$ cat src/spi_slave_params.svh
`ifndef SPI_SLAVE_PARAMS_SVH
`define SPI_SLAVE_PARAMS_SVH

// ****************************************
// Word format and queue sizes
// ****************************************

// Bits per SPI word, MSB first on the wire
`define SPI_DATA_LEN 16

// Entries in each of the receive and transmit FIFOs
`define SPI_FIFO_DEPTH 4

// ****************************************
// Bus mode
// ****************************************

// Idle level of sclk
`define SPI_CPOL 0
// Zero samples on the leading edge, one samples on the trailing edge
`define SPI_CPHA 0
// Zero means chip-select is active low
`define SPI_INV_CS 0

// Reply sent whenever the transmit FIFO has nothing queued
`define SPI_DEFAULT_MISO 16'hCAFE

// APB register offsets
`define REG_STATUS 8'h00
`define REG_RXDATA 8'h04
`define REG_TXDATA 8'h08
`define REG_WORDS  8'h0C

`endif

$ cat src/rtl/spi_slave_pkg.sv
`include "spi_slave_params.svh"

package spi_slave_pkg;

  // One word as it appears on mosi or miso
  typedef logic [`SPI_DATA_LEN-1:0] spi_word_t;

  // Each pulse among the synchronized pin events lasts one clk cycle
  typedef struct packed {
    logic sample;
    logic shift;
    logic frame_start;
    logic frame_end;
    // Level that stays high for the whole frame
    logic active;
    logic mosi;
  } spi_evt_t;

  // Entry stored in the receive FIFO
  typedef struct packed {
    spi_word_t data;
  } rx_entry_t;

  // APB request from the host
  typedef struct packed {
    logic        psel;
    logic        penable;
    logic        pwrite;
    logic [7:0]  paddr;
    logic [31:0] pwdata;
  } apb_req_t;

  // APB response back to the host
  typedef struct packed {
    logic [31:0] prdata;
    logic        pready;
    logic        pslverr;
  } apb_rsp_t;

  // Overflow sits in bit 0 of the STATUS layout so a write of 1 clears it
  typedef struct packed {
    logic [2:0] rx_level;
    logic [2:0] tx_level;
    logic       rx_empty;
    logic       tx_full;
    logic       overflow;
  } status_t;

endpackage

$ cat src/rtl/spi_pin_sync.sv
`timescale 1ns/1ps

`include "spi_slave_params.svh"

module spi_pin_sync import spi_slave_pkg::*; (
  input  logic     clk,
  input  logic     arst_n,
  input  logic     sclk,
  input  logic     mosi,
  input  logic     cs,
  output spi_evt_t evt
);

  // Sampling happens on the rising edge for modes 0 and 3
  localparam bit   SAMPLE_RISE = (`SPI_CPOL == `SPI_CPHA);
  // Reset values match the idle bus so no edge is seen out of reset
  localparam logic SCLK_IDLE   = (`SPI_CPOL != 0);
  localparam logic CS_IDLE     = (`SPI_INV_CS == 0);

  logic [1:0] sclk_sync;
  logic [1:0] mosi_sync;
  logic [1:0] cs_sync;
  logic       sclk_prev;
  logic       cs_prev;
  logic       cs_act;
  logic       sclk_rise;
  logic       sclk_fall;
  logic       edge_evt;
  spi_evt_t   evt_q;

  // ****************************************
  // Two-flop synchronizers
  // ****************************************

  always_ff @(posedge clk or negedge arst_n) begin
    if (!arst_n) begin
      sclk_sync <= {2{SCLK_IDLE}};
      mosi_sync <= '0;
      cs_sync   <= {2{CS_IDLE}};
    end else begin
      sclk_sync <= {sclk_sync[0], sclk};
      mosi_sync <= {mosi_sync[0], mosi};
      cs_sync   <= {cs_sync[0], cs};
    end
  end

  // Chip-select polarity is resolved after the synchronizer
  assign cs_act = (`SPI_INV_CS != 0) ? cs_sync[1] : ~cs_sync[1];

  assign sclk_rise = sclk_sync[1] & ~sclk_prev;
  assign sclk_fall = ~sclk_sync[1] & sclk_prev;

  // ****************************************
  // Edge register
  // ****************************************

  // The third stage makes events come out 3 clk cycles after the pins move
  always_ff @(posedge clk or negedge arst_n) begin
    if (!arst_n) begin
      sclk_prev <= SCLK_IDLE;
      cs_prev   <= 1'b0;
      evt_q     <= '0;
    end else begin
      sclk_prev         <= sclk_sync[1];
      cs_prev           <= cs_act;
      // Clock edges outside a frame are ignored
      evt_q.sample      <= cs_act & (SAMPLE_RISE ? sclk_rise : sclk_fall);
      evt_q.shift       <= cs_act & (SAMPLE_RISE ? sclk_fall : sclk_rise);
      evt_q.frame_start <= cs_act & ~cs_prev;
      evt_q.frame_end   <= ~cs_act & cs_prev;
      evt_q.active      <= cs_act;
      // Delayed with the edge so it lines up with the sample pulse
      evt_q.mosi        <= mosi_sync[1];
    end
  end

  assign evt = evt_q;

  assign edge_evt = evt_q.sample || evt_q.shift;

  // An sclk half period of at least 3 clk cycles keeps edge pulses 3 cycles apart
  a_edge_spacing: assert property (
    @(posedge clk) disable iff (!arst_n) edge_evt |-> !$past(edge_evt) && !$past(edge_evt, 2)
  ) else $error("sclk edge events closer than 3 clk cycles");

endmodule

$ cat src/rtl/spi_word_shifter.sv
`timescale 1ns/1ps

`include "spi_slave_params.svh"

module spi_word_shifter import spi_slave_pkg::*; (
  input  logic      clk,
  input  logic      arst_n,
  input  spi_evt_t  evt,
  input  spi_word_t tx_word,
  input  logic      tx_empty,
  input  logic      rx_full,
  output logic      miso,
  output logic      tx_pop,
  output logic      rx_push,
  output rx_entry_t rx_word,
  output logic      word_done,
  output logic      overflow
);

  localparam int               CNT_W    = $clog2(`SPI_DATA_LEN);
  localparam logic [CNT_W-1:0] LAST_BIT = CNT_W'(`SPI_DATA_LEN - 1);

  spi_word_t        tx_sr;
  spi_word_t        rx_sr;
  spi_word_t        next_reply;
  logic [CNT_W-1:0] bit_cnt;
  logic             last_sample;
  logic             load_reply;

  // ****************************************
  // Reply selection
  // ****************************************

  assign last_sample = evt.sample && (bit_cnt == LAST_BIT);

  // A new reply is needed when the frame opens and after every full word.
  // With CPHA=0 the slave cannot tell whether another word follows, so a
  // reply fetched on the last boundary of a frame is lost when cs drops
  assign load_reply = evt.frame_start || last_sample;
  assign tx_pop     = load_reply && !tx_empty;
  assign next_reply = tx_empty ? spi_word_t'(`SPI_DEFAULT_MISO) : tx_word;

  // The MSB goes out first and miso idles low because reset clears the register
  assign miso = tx_sr[`SPI_DATA_LEN-1];

  // ****************************************
  // Control and transmit shift register
  // ****************************************

  always_ff @(posedge clk or negedge arst_n) begin
    if (!arst_n) begin
      tx_sr     <= '0;
      bit_cnt   <= '0;
      rx_push   <= 1'b0;
      word_done <= 1'b0;
      overflow  <= 1'b0;
    end else begin
      rx_push   <= 1'b0;
      word_done <= 1'b0;
      overflow  <= 1'b0;
      if (evt.frame_end) begin
        // A partial word is simply dropped
        bit_cnt <= '0;
      end else if (evt.frame_start) begin
        bit_cnt <= '0;
        tx_sr   <= next_reply;
      end else if (evt.sample) begin
        bit_cnt <= bit_cnt + CNT_W'(1);
        if (last_sample) begin
          tx_sr     <= next_reply;
          word_done <= 1'b1;
          // Only this module pushes, so fullness cannot grow before the push lands
          rx_push   <= !rx_full;
          overflow  <= rx_full;
        end
      end else if (evt.shift && (bit_cnt != '0)) begin
        // The shift edge ahead of the first sample keeps the MSB in place
        tx_sr <= {tx_sr[`SPI_DATA_LEN-2:0], 1'b0};
      end
    end
  end

  // Receive shift register and the finished word handed to the FIFO
  always_ff @(posedge clk) begin
    if (evt.sample) begin
      rx_sr <= {rx_sr[`SPI_DATA_LEN-2:0], evt.mosi};
    end
    if (last_sample) begin
      rx_word.data <= {rx_sr[`SPI_DATA_LEN-2:0], evt.mosi};
    end
  end

  // The full flag seen at push time must still agree with the earlier decision
  a_no_push_full: assert property (
    @(posedge clk) disable iff (!arst_n) rx_push |-> !rx_full
  ) else $error("rx_push while receive FIFO full");

endmodule

$ cat src/rtl/sync_fifo.sv
`timescale 1ns/1ps

`include "spi_slave_params.svh"

module sync_fifo #(
  parameter type T     = logic [`SPI_DATA_LEN-1:0],
  parameter int  DEPTH = `SPI_FIFO_DEPTH
) (
  input  logic       clk,
  input  logic       arst_n,
  input  logic       push,
  input  T           wdata,
  input  logic       pop,
  output T           rdata,
  output logic       empty,
  output logic       full,
  output logic [2:0] level
);

  // One pointer bit is kept even for a single entry
  localparam int PTR_W = (DEPTH > 1) ? $clog2(DEPTH) : 1;
  localparam int CNT_W = $clog2(DEPTH + 1);

  T                 mem [DEPTH];
  logic [PTR_W-1:0] wr_ptr;
  logic [PTR_W-1:0] rd_ptr;
  logic [CNT_W-1:0] count;
  logic             do_push;
  logic             do_pop;

  function automatic logic [PTR_W-1:0] ptr_next(input logic [PTR_W-1:0] ptr);
    return (ptr == PTR_W'(DEPTH - 1)) ? '0 : ptr + PTR_W'(1);
  endfunction

  assign do_push = push && !full;
  assign do_pop  = pop && !empty;

  assign empty = (count == '0);
  assign full  = (count == CNT_W'(DEPTH));
  assign level = 3'(count);

  // Head entry is visible without a read cycle
  assign rdata = mem[rd_ptr];

  always_ff @(posedge clk or negedge arst_n) begin
    if (!arst_n) begin
      wr_ptr <= '0;
      rd_ptr <= '0;
      count  <= '0;
    end else begin
      if (do_push) wr_ptr <= ptr_next(wr_ptr);
      if (do_pop) rd_ptr <= ptr_next(rd_ptr);
      case ({do_push, do_pop})
        2'b10:   count <= count + CNT_W'(1);
        2'b01:   count <= count - CNT_W'(1);
        default: count <= count;
      endcase
    end
  end

  always_ff @(posedge clk) begin
    if (do_push) mem[wr_ptr] <= wdata;
  end

  // Callers are expected to look at the flags before they act
  a_no_push_full: assert property (
    @(posedge clk) disable iff (!arst_n) push |-> !full
  ) else $error("push into full FIFO");

  a_no_pop_empty: assert property (
    @(posedge clk) disable iff (!arst_n) pop |-> !empty
  ) else $error("pop from empty FIFO");

endmodule

$ cat src/rtl/spi_apb_regs.sv
`timescale 1ns/1ps

`include "spi_slave_params.svh"

module spi_apb_regs import spi_slave_pkg::*; (
  input  logic       clk,
  input  logic       arst_n,
  input  apb_req_t   apb_req,
  input  rx_entry_t  rx_word,
  input  logic       rx_empty,
  input  logic [2:0] rx_level,
  input  logic       tx_full,
  input  logic [2:0] tx_level,
  input  logic       word_done,
  input  logic       overflow,
  output apb_rsp_t   apb_rsp,
  output logic       rx_pop,
  output logic       tx_push,
  output spi_word_t  tx_word
);

  logic        access;
  logic        rd_en;
  logic        wr_en;
  logic        sel_status;
  logic        sel_rx;
  logic        sel_tx;
  logic        sel_words;
  logic        bad_addr;
  logic        ovf_q;
  logic [15:0] words_q;
  status_t     status;

  // ****************************************
  // Access decode
  // ****************************************

  // Every access finishes in its first access cycle
  assign access = apb_req.psel && apb_req.penable;
  assign rd_en  = access && !apb_req.pwrite;
  assign wr_en  = access && apb_req.pwrite;

  always_comb begin
    sel_status = 1'b0;
    sel_rx     = 1'b0;
    sel_tx     = 1'b0;
    sel_words  = 1'b0;
    bad_addr   = 1'b0;
    case (apb_req.paddr)
      `REG_STATUS: sel_status = 1'b1;
      `REG_RXDATA: sel_rx     = 1'b1;
      `REG_TXDATA: sel_tx     = 1'b1;
      `REG_WORDS:  sel_words  = 1'b1;
      default:     bad_addr   = 1'b1;
    endcase
  end

  // FIFO strobes are held back on the error cases
  assign rx_pop  = rd_en && sel_rx && !rx_empty;
  assign tx_push = wr_en && sel_tx && !tx_full;
  assign tx_word = apb_req.pwdata[`SPI_DATA_LEN-1:0];

  assign status = '{
    rx_level: rx_level,
    tx_level: tx_level,
    rx_empty: rx_empty,
    tx_full:  tx_full,
    overflow: ovf_q
  };

  // ****************************************
  // Read data and response
  // ****************************************

  always_comb begin
    apb_rsp.pready  = 1'b1;
    apb_rsp.prdata  = '0;
    // TXDATA is write only and reads back as zero
    if (sel_status) apb_rsp.prdata = 32'(status);
    if (sel_rx) apb_rsp.prdata = 32'(rx_word.data);
    if (sel_words) apb_rsp.prdata = 32'(words_q);
    apb_rsp.pslverr = access && (bad_addr ||
                                 (rd_en && sel_rx && rx_empty) ||
                                 (wr_en && sel_tx && tx_full));
  end

  // ****************************************
  // Sticky overflow flag and word counter
  // ****************************************

  always_ff @(posedge clk or negedge arst_n) begin
    if (!arst_n) begin
      ovf_q   <= 1'b0;
      words_q <= '0;
    end else begin
      // A new overflow wins over a clear in the same cycle
      if (overflow) begin
        ovf_q <= 1'b1;
      end else if (wr_en && sel_status && apb_req.pwdata[0]) begin
        ovf_q <= 1'b0;
      end
      // Dropped words count too
      // A word that finishes during the clear is kept
      if (wr_en && sel_words) begin
        words_q <= word_done ? 16'd1 : 16'd0;
      end else if (word_done) begin
        words_q <= words_q + 16'd1;
      end
    end
  end

  // The access phase must be entered from a setup cycle with psel held
  a_penable_psel: assert property (
    @(posedge clk) disable iff (!arst_n) $rose(apb_req.penable) |-> apb_req.psel
  ) else $error("penable raised without psel");

endmodule

$ cat src/rtl/spi_slave_top.sv
`timescale 1ns/1ps

`include "spi_slave_params.svh"

module spi_slave_top import spi_slave_pkg::*; (
  input  logic     clk,
  input  logic     arst_n,
  input  logic     sclk,
  input  logic     mosi,
  input  logic     cs,
  output logic     miso,
  input  apb_req_t apb_req,
  output apb_rsp_t apb_rsp
);

  spi_evt_t   evt;
  rx_entry_t  rx_in;
  rx_entry_t  rx_head;
  logic       rx_push;
  logic       rx_pop;
  logic       rx_empty;
  logic       rx_full;
  logic [2:0] rx_level;
  spi_word_t  tx_in;
  spi_word_t  tx_head;
  logic       tx_push;
  logic       tx_pop;
  logic       tx_empty;
  logic       tx_full;
  logic [2:0] tx_level;
  logic       word_done;
  logic       overflow;

  // ****************************************
  // SPI side
  // ****************************************

  spi_pin_sync pin_sync0 (
    .clk    (clk),
    .arst_n (arst_n),
    .sclk   (sclk),
    .mosi   (mosi),
    .cs     (cs),
    .evt    (evt)
  );

  spi_word_shifter shifter0 (
    .clk       (clk),
    .arst_n    (arst_n),
    .evt       (evt),
    .tx_word   (tx_head),
    .tx_empty  (tx_empty),
    .rx_full   (rx_full),
    .miso      (miso),
    .tx_pop    (tx_pop),
    .rx_push   (rx_push),
    .rx_word   (rx_in),
    .word_done (word_done),
    .overflow  (overflow)
  );

  // Received words waiting for the host
  sync_fifo #(.T(rx_entry_t), .DEPTH(`SPI_FIFO_DEPTH)) rx_fifo0 (
    .clk (clk), .arst_n (arst_n),
    .push (rx_push), .wdata (rx_in), .pop (rx_pop), .rdata (rx_head),
    .empty (rx_empty), .full (rx_full), .level (rx_level)
  );

  // Replies queued by the host
  sync_fifo #(.T(spi_word_t), .DEPTH(`SPI_FIFO_DEPTH)) tx_fifo0 (
    .clk (clk), .arst_n (arst_n),
    .push (tx_push), .wdata (tx_in), .pop (tx_pop), .rdata (tx_head),
    .empty (tx_empty), .full (tx_full), .level (tx_level)
  );

  // ****************************************
  // Host side
  // ****************************************

  spi_apb_regs regs0 (
    .clk       (clk),
    .arst_n    (arst_n),
    .apb_req   (apb_req),
    .rx_word   (rx_head),
    .rx_empty  (rx_empty),
    .rx_level  (rx_level),
    .tx_full   (tx_full),
    .tx_level  (tx_level),
    .word_done (word_done),
    .overflow  (overflow),
    .apb_rsp   (apb_rsp),
    .rx_pop    (rx_pop),
    .tx_push   (tx_push),
    .tx_word   (tx_in)
  );

endmodule

$ cat config.mk
export PLATFORM = sky130hd
export DESIGN_NAME = spi_slave_top
export DESIGN_NICKNAME = d
export VERILOG_FILES = /design/src/rtl/spi_slave_pkg.sv /design/src/rtl/spi_pin_sync.sv /design/src/rtl/spi_word_shifter.sv /design/src/rtl/sync_fifo.sv /design/src/rtl/spi_apb_regs.sv /design/src/rtl/spi_slave_top.sv
export VERILOG_INCLUDE_DIRS = /design/src
export SDC_FILE = /design/constraint.sdc
export NUM_CORES = 1
export LEC_CHECK = 0
export BUFFER_PORTS_ARGS = -buffer_cell sky130_fd_sc_hd__buf_2
export CAP_MARGIN = 0
export CORE_MARGIN = 5
export CORE_UTILIZATION = 30
export CTS_BUF_LIST = sky130_fd_sc_hd__clkbuf_2
export DETAILED_ROUTE_END_ITERATION = 16
export GPL_TIMING_DRIVEN = 0
export SYNTH_ARGS = -nofsm -noshare
export SYNTH_HDL_FRONTEND = slang
export SYNTH_HIERARCHICAL = 1
export SYNTH_SLANG_ARGS = --single-unit
$ cat constraint.sdc
create_clock -name clk -period 2.5 [get_ports clk]
set_input_delay 0.375 -clock clk [delete_from_list [all_inputs] [get_ports clk]]
set_output_delay 0.375 -clock clk [all_outputs]
set_load 0.01 [all_outputs]
==> out/results.txt <==
final wirelength -> 18.7 mm
TritonCTS buffer count -> 54
P_leak -> 4.38 nW
clock root buffer -> clkbuf_2
cell count after synthesis -> 606
total number of H-tree levels -> 2
area overhead of the layout relative to synthesis -> 18.9%
path type of the worst min-delay path -> in -> reg
port bufs -> 33
average wire length per cell after detail routing -> 15.5 um
maximum number of pins on one net before global-route repair -> 65
number of top-level pins -> 83
final weighted congestion in routability-driven placement -> 0.738
worst slew slack as a fraction of its limit -> 0.411
total number of placement rows -> 65
final-stage net count -> 822
count of synthesis-stage warnings from yosys -> 6
CP required -> 2.12 ns
vias per inst -> 4.44
global-route total usage across every layer -> 0.107
die outline width -> 189 um
number of inserted filler cells in the final layout -> 3,026
initial antenna violation count -> 1
post-layout total power -> 8.18 mW
number of max-slew violations in the final report -> 0
final core area utilization -> 0.361
kind of critical path -> reg -> out
final worst slack -> -0.513 ns
launching instance or port of the critical path -> rx_fifo0/rd_ptr[0]
count of maximum capacitance violations -> 0
min Tclk post-route -> 3.01 ns
first-pass detailed-route iteration total -> 4
total negative setup slack -> -6.65 ns
RSZ-0062 raised after global routing -> true
Num Clock Sinks -> 226
source-to-sink clock delay at the later pin of the worst-skew pair -> 0.83 ns
Detail Placement HPWL -> 12.0 mm
clock tree from TritonCTS -> yes
maximum resistive drop on vdd -> 261 uV
vias in the first global route -> 5,743
Worst R2R Path Depth -> 12
Die Area -> 35,700 um^2
crit path DAT -> 2.64 ns
Critical Path End Type -> primary output
Initial DRC Count -> 261
GRT overflow -> 0
cell area after synthesis -> 9620 um^2
Setup Skew -> 0.0681 ns
fraction of layout cells with a size suffix above 1 -> 0.360
maximum clock rate -> 332 MHz
Worst Path Max Fanout -> 5
violated checks -> negative setup slack
DIE HEIGHT -> 189 um
antenna-violating nets left -> 0
endpoints failing setup -> 17
hold path startpoint -> apb_req[36]
Min-Delay Path Depth -> 5
Floorplan Core Area -> 31,600 um^2
register clock-pin slew on the reported worst setup and hold paths -> 0.11 ns
Critical Path Slowest Stage Cell -> mux4_2
slowest cell delay on critical path -> 0.54 ns
fraction of the cycle the final worst path needs -> 1.21
average cell area after synthesis -> 15.9 um^2
ratio of total power to cell area -> 715 nW/um^2
final routed DRC violation total -> 0
outcome -> finished, violations left
detailed-route via count -> 5,350
Starting Density -> 0.304
chain of cells forming the critical path -> buf_6 -> buf_12 -> mux4_2 -> mux2_2 -> a22oi_2 -> nor2_2 -> buf_2
CTS Buffer Depth -> 3
global-route wire length before repair -> 30.7 mm
hold slack -> 0.103 ns
worst flop-to-flop path startpoint -> tx_fifo0/level[2]
count of endpoints failing hold in the final timing report -> 0
worst-margin pin slew -> 0.880 ns
startpoint type of the worst setup path -> flop
[where the power goes]
group / switching, mW / internal, mW / total [mW]
logic: 0.640 / 0.750 / 1.39
registers: 0.118 / 4.19 / 4.30
clock network: 1.44 / 1.04 / 2.48
[layout make-up]
| class | count | area (um^2) | area share |
|---|---|---|---|
| clock buffer | 76 | 380 | 0.0333 |
| tap | 402 | 503 | 0.0440 |
| timing repair buffer | 81 | 631 | 0.0552 |
| multi-input combinational | 313 | 2770 | 0.242 |
| buffer | 57 | 435 | 0.0381 |
| antenna | 1 | 2.50 | 0.000219 |
| sequential | 226 | 6460 | 0.565 |
| clock inverter | 24 | 153 | 0.0134 |
| inverter | 24 | 92.6 | 0.00810 |
[per-stage QoR]
stage | setup WS (ns) | cell area, um^2 | std cells
6_report | -0.513 | 11400 | 1204
5_1_grt | -0.674 | 11400 | 1204
4_1_cts | -0.593 | 11300 | 1192
3_5_place_dp | -0.551 | 10400 | 1057
3_3_place_gp | -0.536 | 10400 | 1056
2_1_floorplan | 0.0306 | 9680 | 621
[flip-flops by register name, indices dropped and copies added, names as in the netlist, 3 cells and up]
name	count
pin_sync0/evt	5
regs0/words_q	16
rx_fifo0/level	3
rx_fifo0/mem	64
shifter0/bit_cnt	4
shifter0/rx_sr	15
shifter0/rx_word	16
shifter0/tx_sr	16
tx_fifo0/level	3
tx_fifo0/mem	64
[worst max-delay path, delay by kind of cell (launching register included)]
family / cells / cell delay, ns
AOI/OAI and AO/OA: 1 / 0.13
buffers and inverters: 3 / 0.43
DFF: 1 / 0.39
muxes: 2 / 0.83
and+or+nand+nor: 1 / 0.08
[layout by cell type, fill, tap and decap left out, types with 17 or more instances in the layout]
cell and count:
clkinv_1 18, inv_1 23, mux4_2 32, clkbuf_2 76, buf_2 37, nand2_1 22
dfrtp_1 60, nor2_1 47, conb_1 17, edfxtp_1 159, dlygate4sd3_1 25, buf_4 57
o21ai_0 20
[worst paths after layout]
kind | end | slack [ns]
setup / recovery | apb_rsp[2] | -0.51
hold / removal | regs0/words_q[11] | 0.10
setup reg to reg | tx_fifo0/level[2] | 0.02
hold reg to reg | pin_sync0/cs_sync[1] | 0.34
max in group asynchronous | pin_sync0/mosi_sync[1] | 1.82
min in group asynchronous | shifter0/tx_sr[14] | 0.12
[metal layers]
metal | wire length [um] | up-vias | GRT usage
li1 | - | 2534 | -
met1 | 8290 | 2660 | 0.137
met2 | 9180 | 128 | 0.176
met3 | 845 | 28 | 0.0242
met4 | 410 | 0 | 0.0432
met5 | 0 | - | 0
[repair_timing]
action / 4_1_cts / 5_1_grt
endpoints found under the hold margin: 139 / 0
resized for setup: 29 / 17
endpoints found under the setup margin: 21 / 20
hold buffers: 25 / 0
pin swaps: 8 / 3
setup buffers: 10 / 12
(Power assumes the default switching activity.)
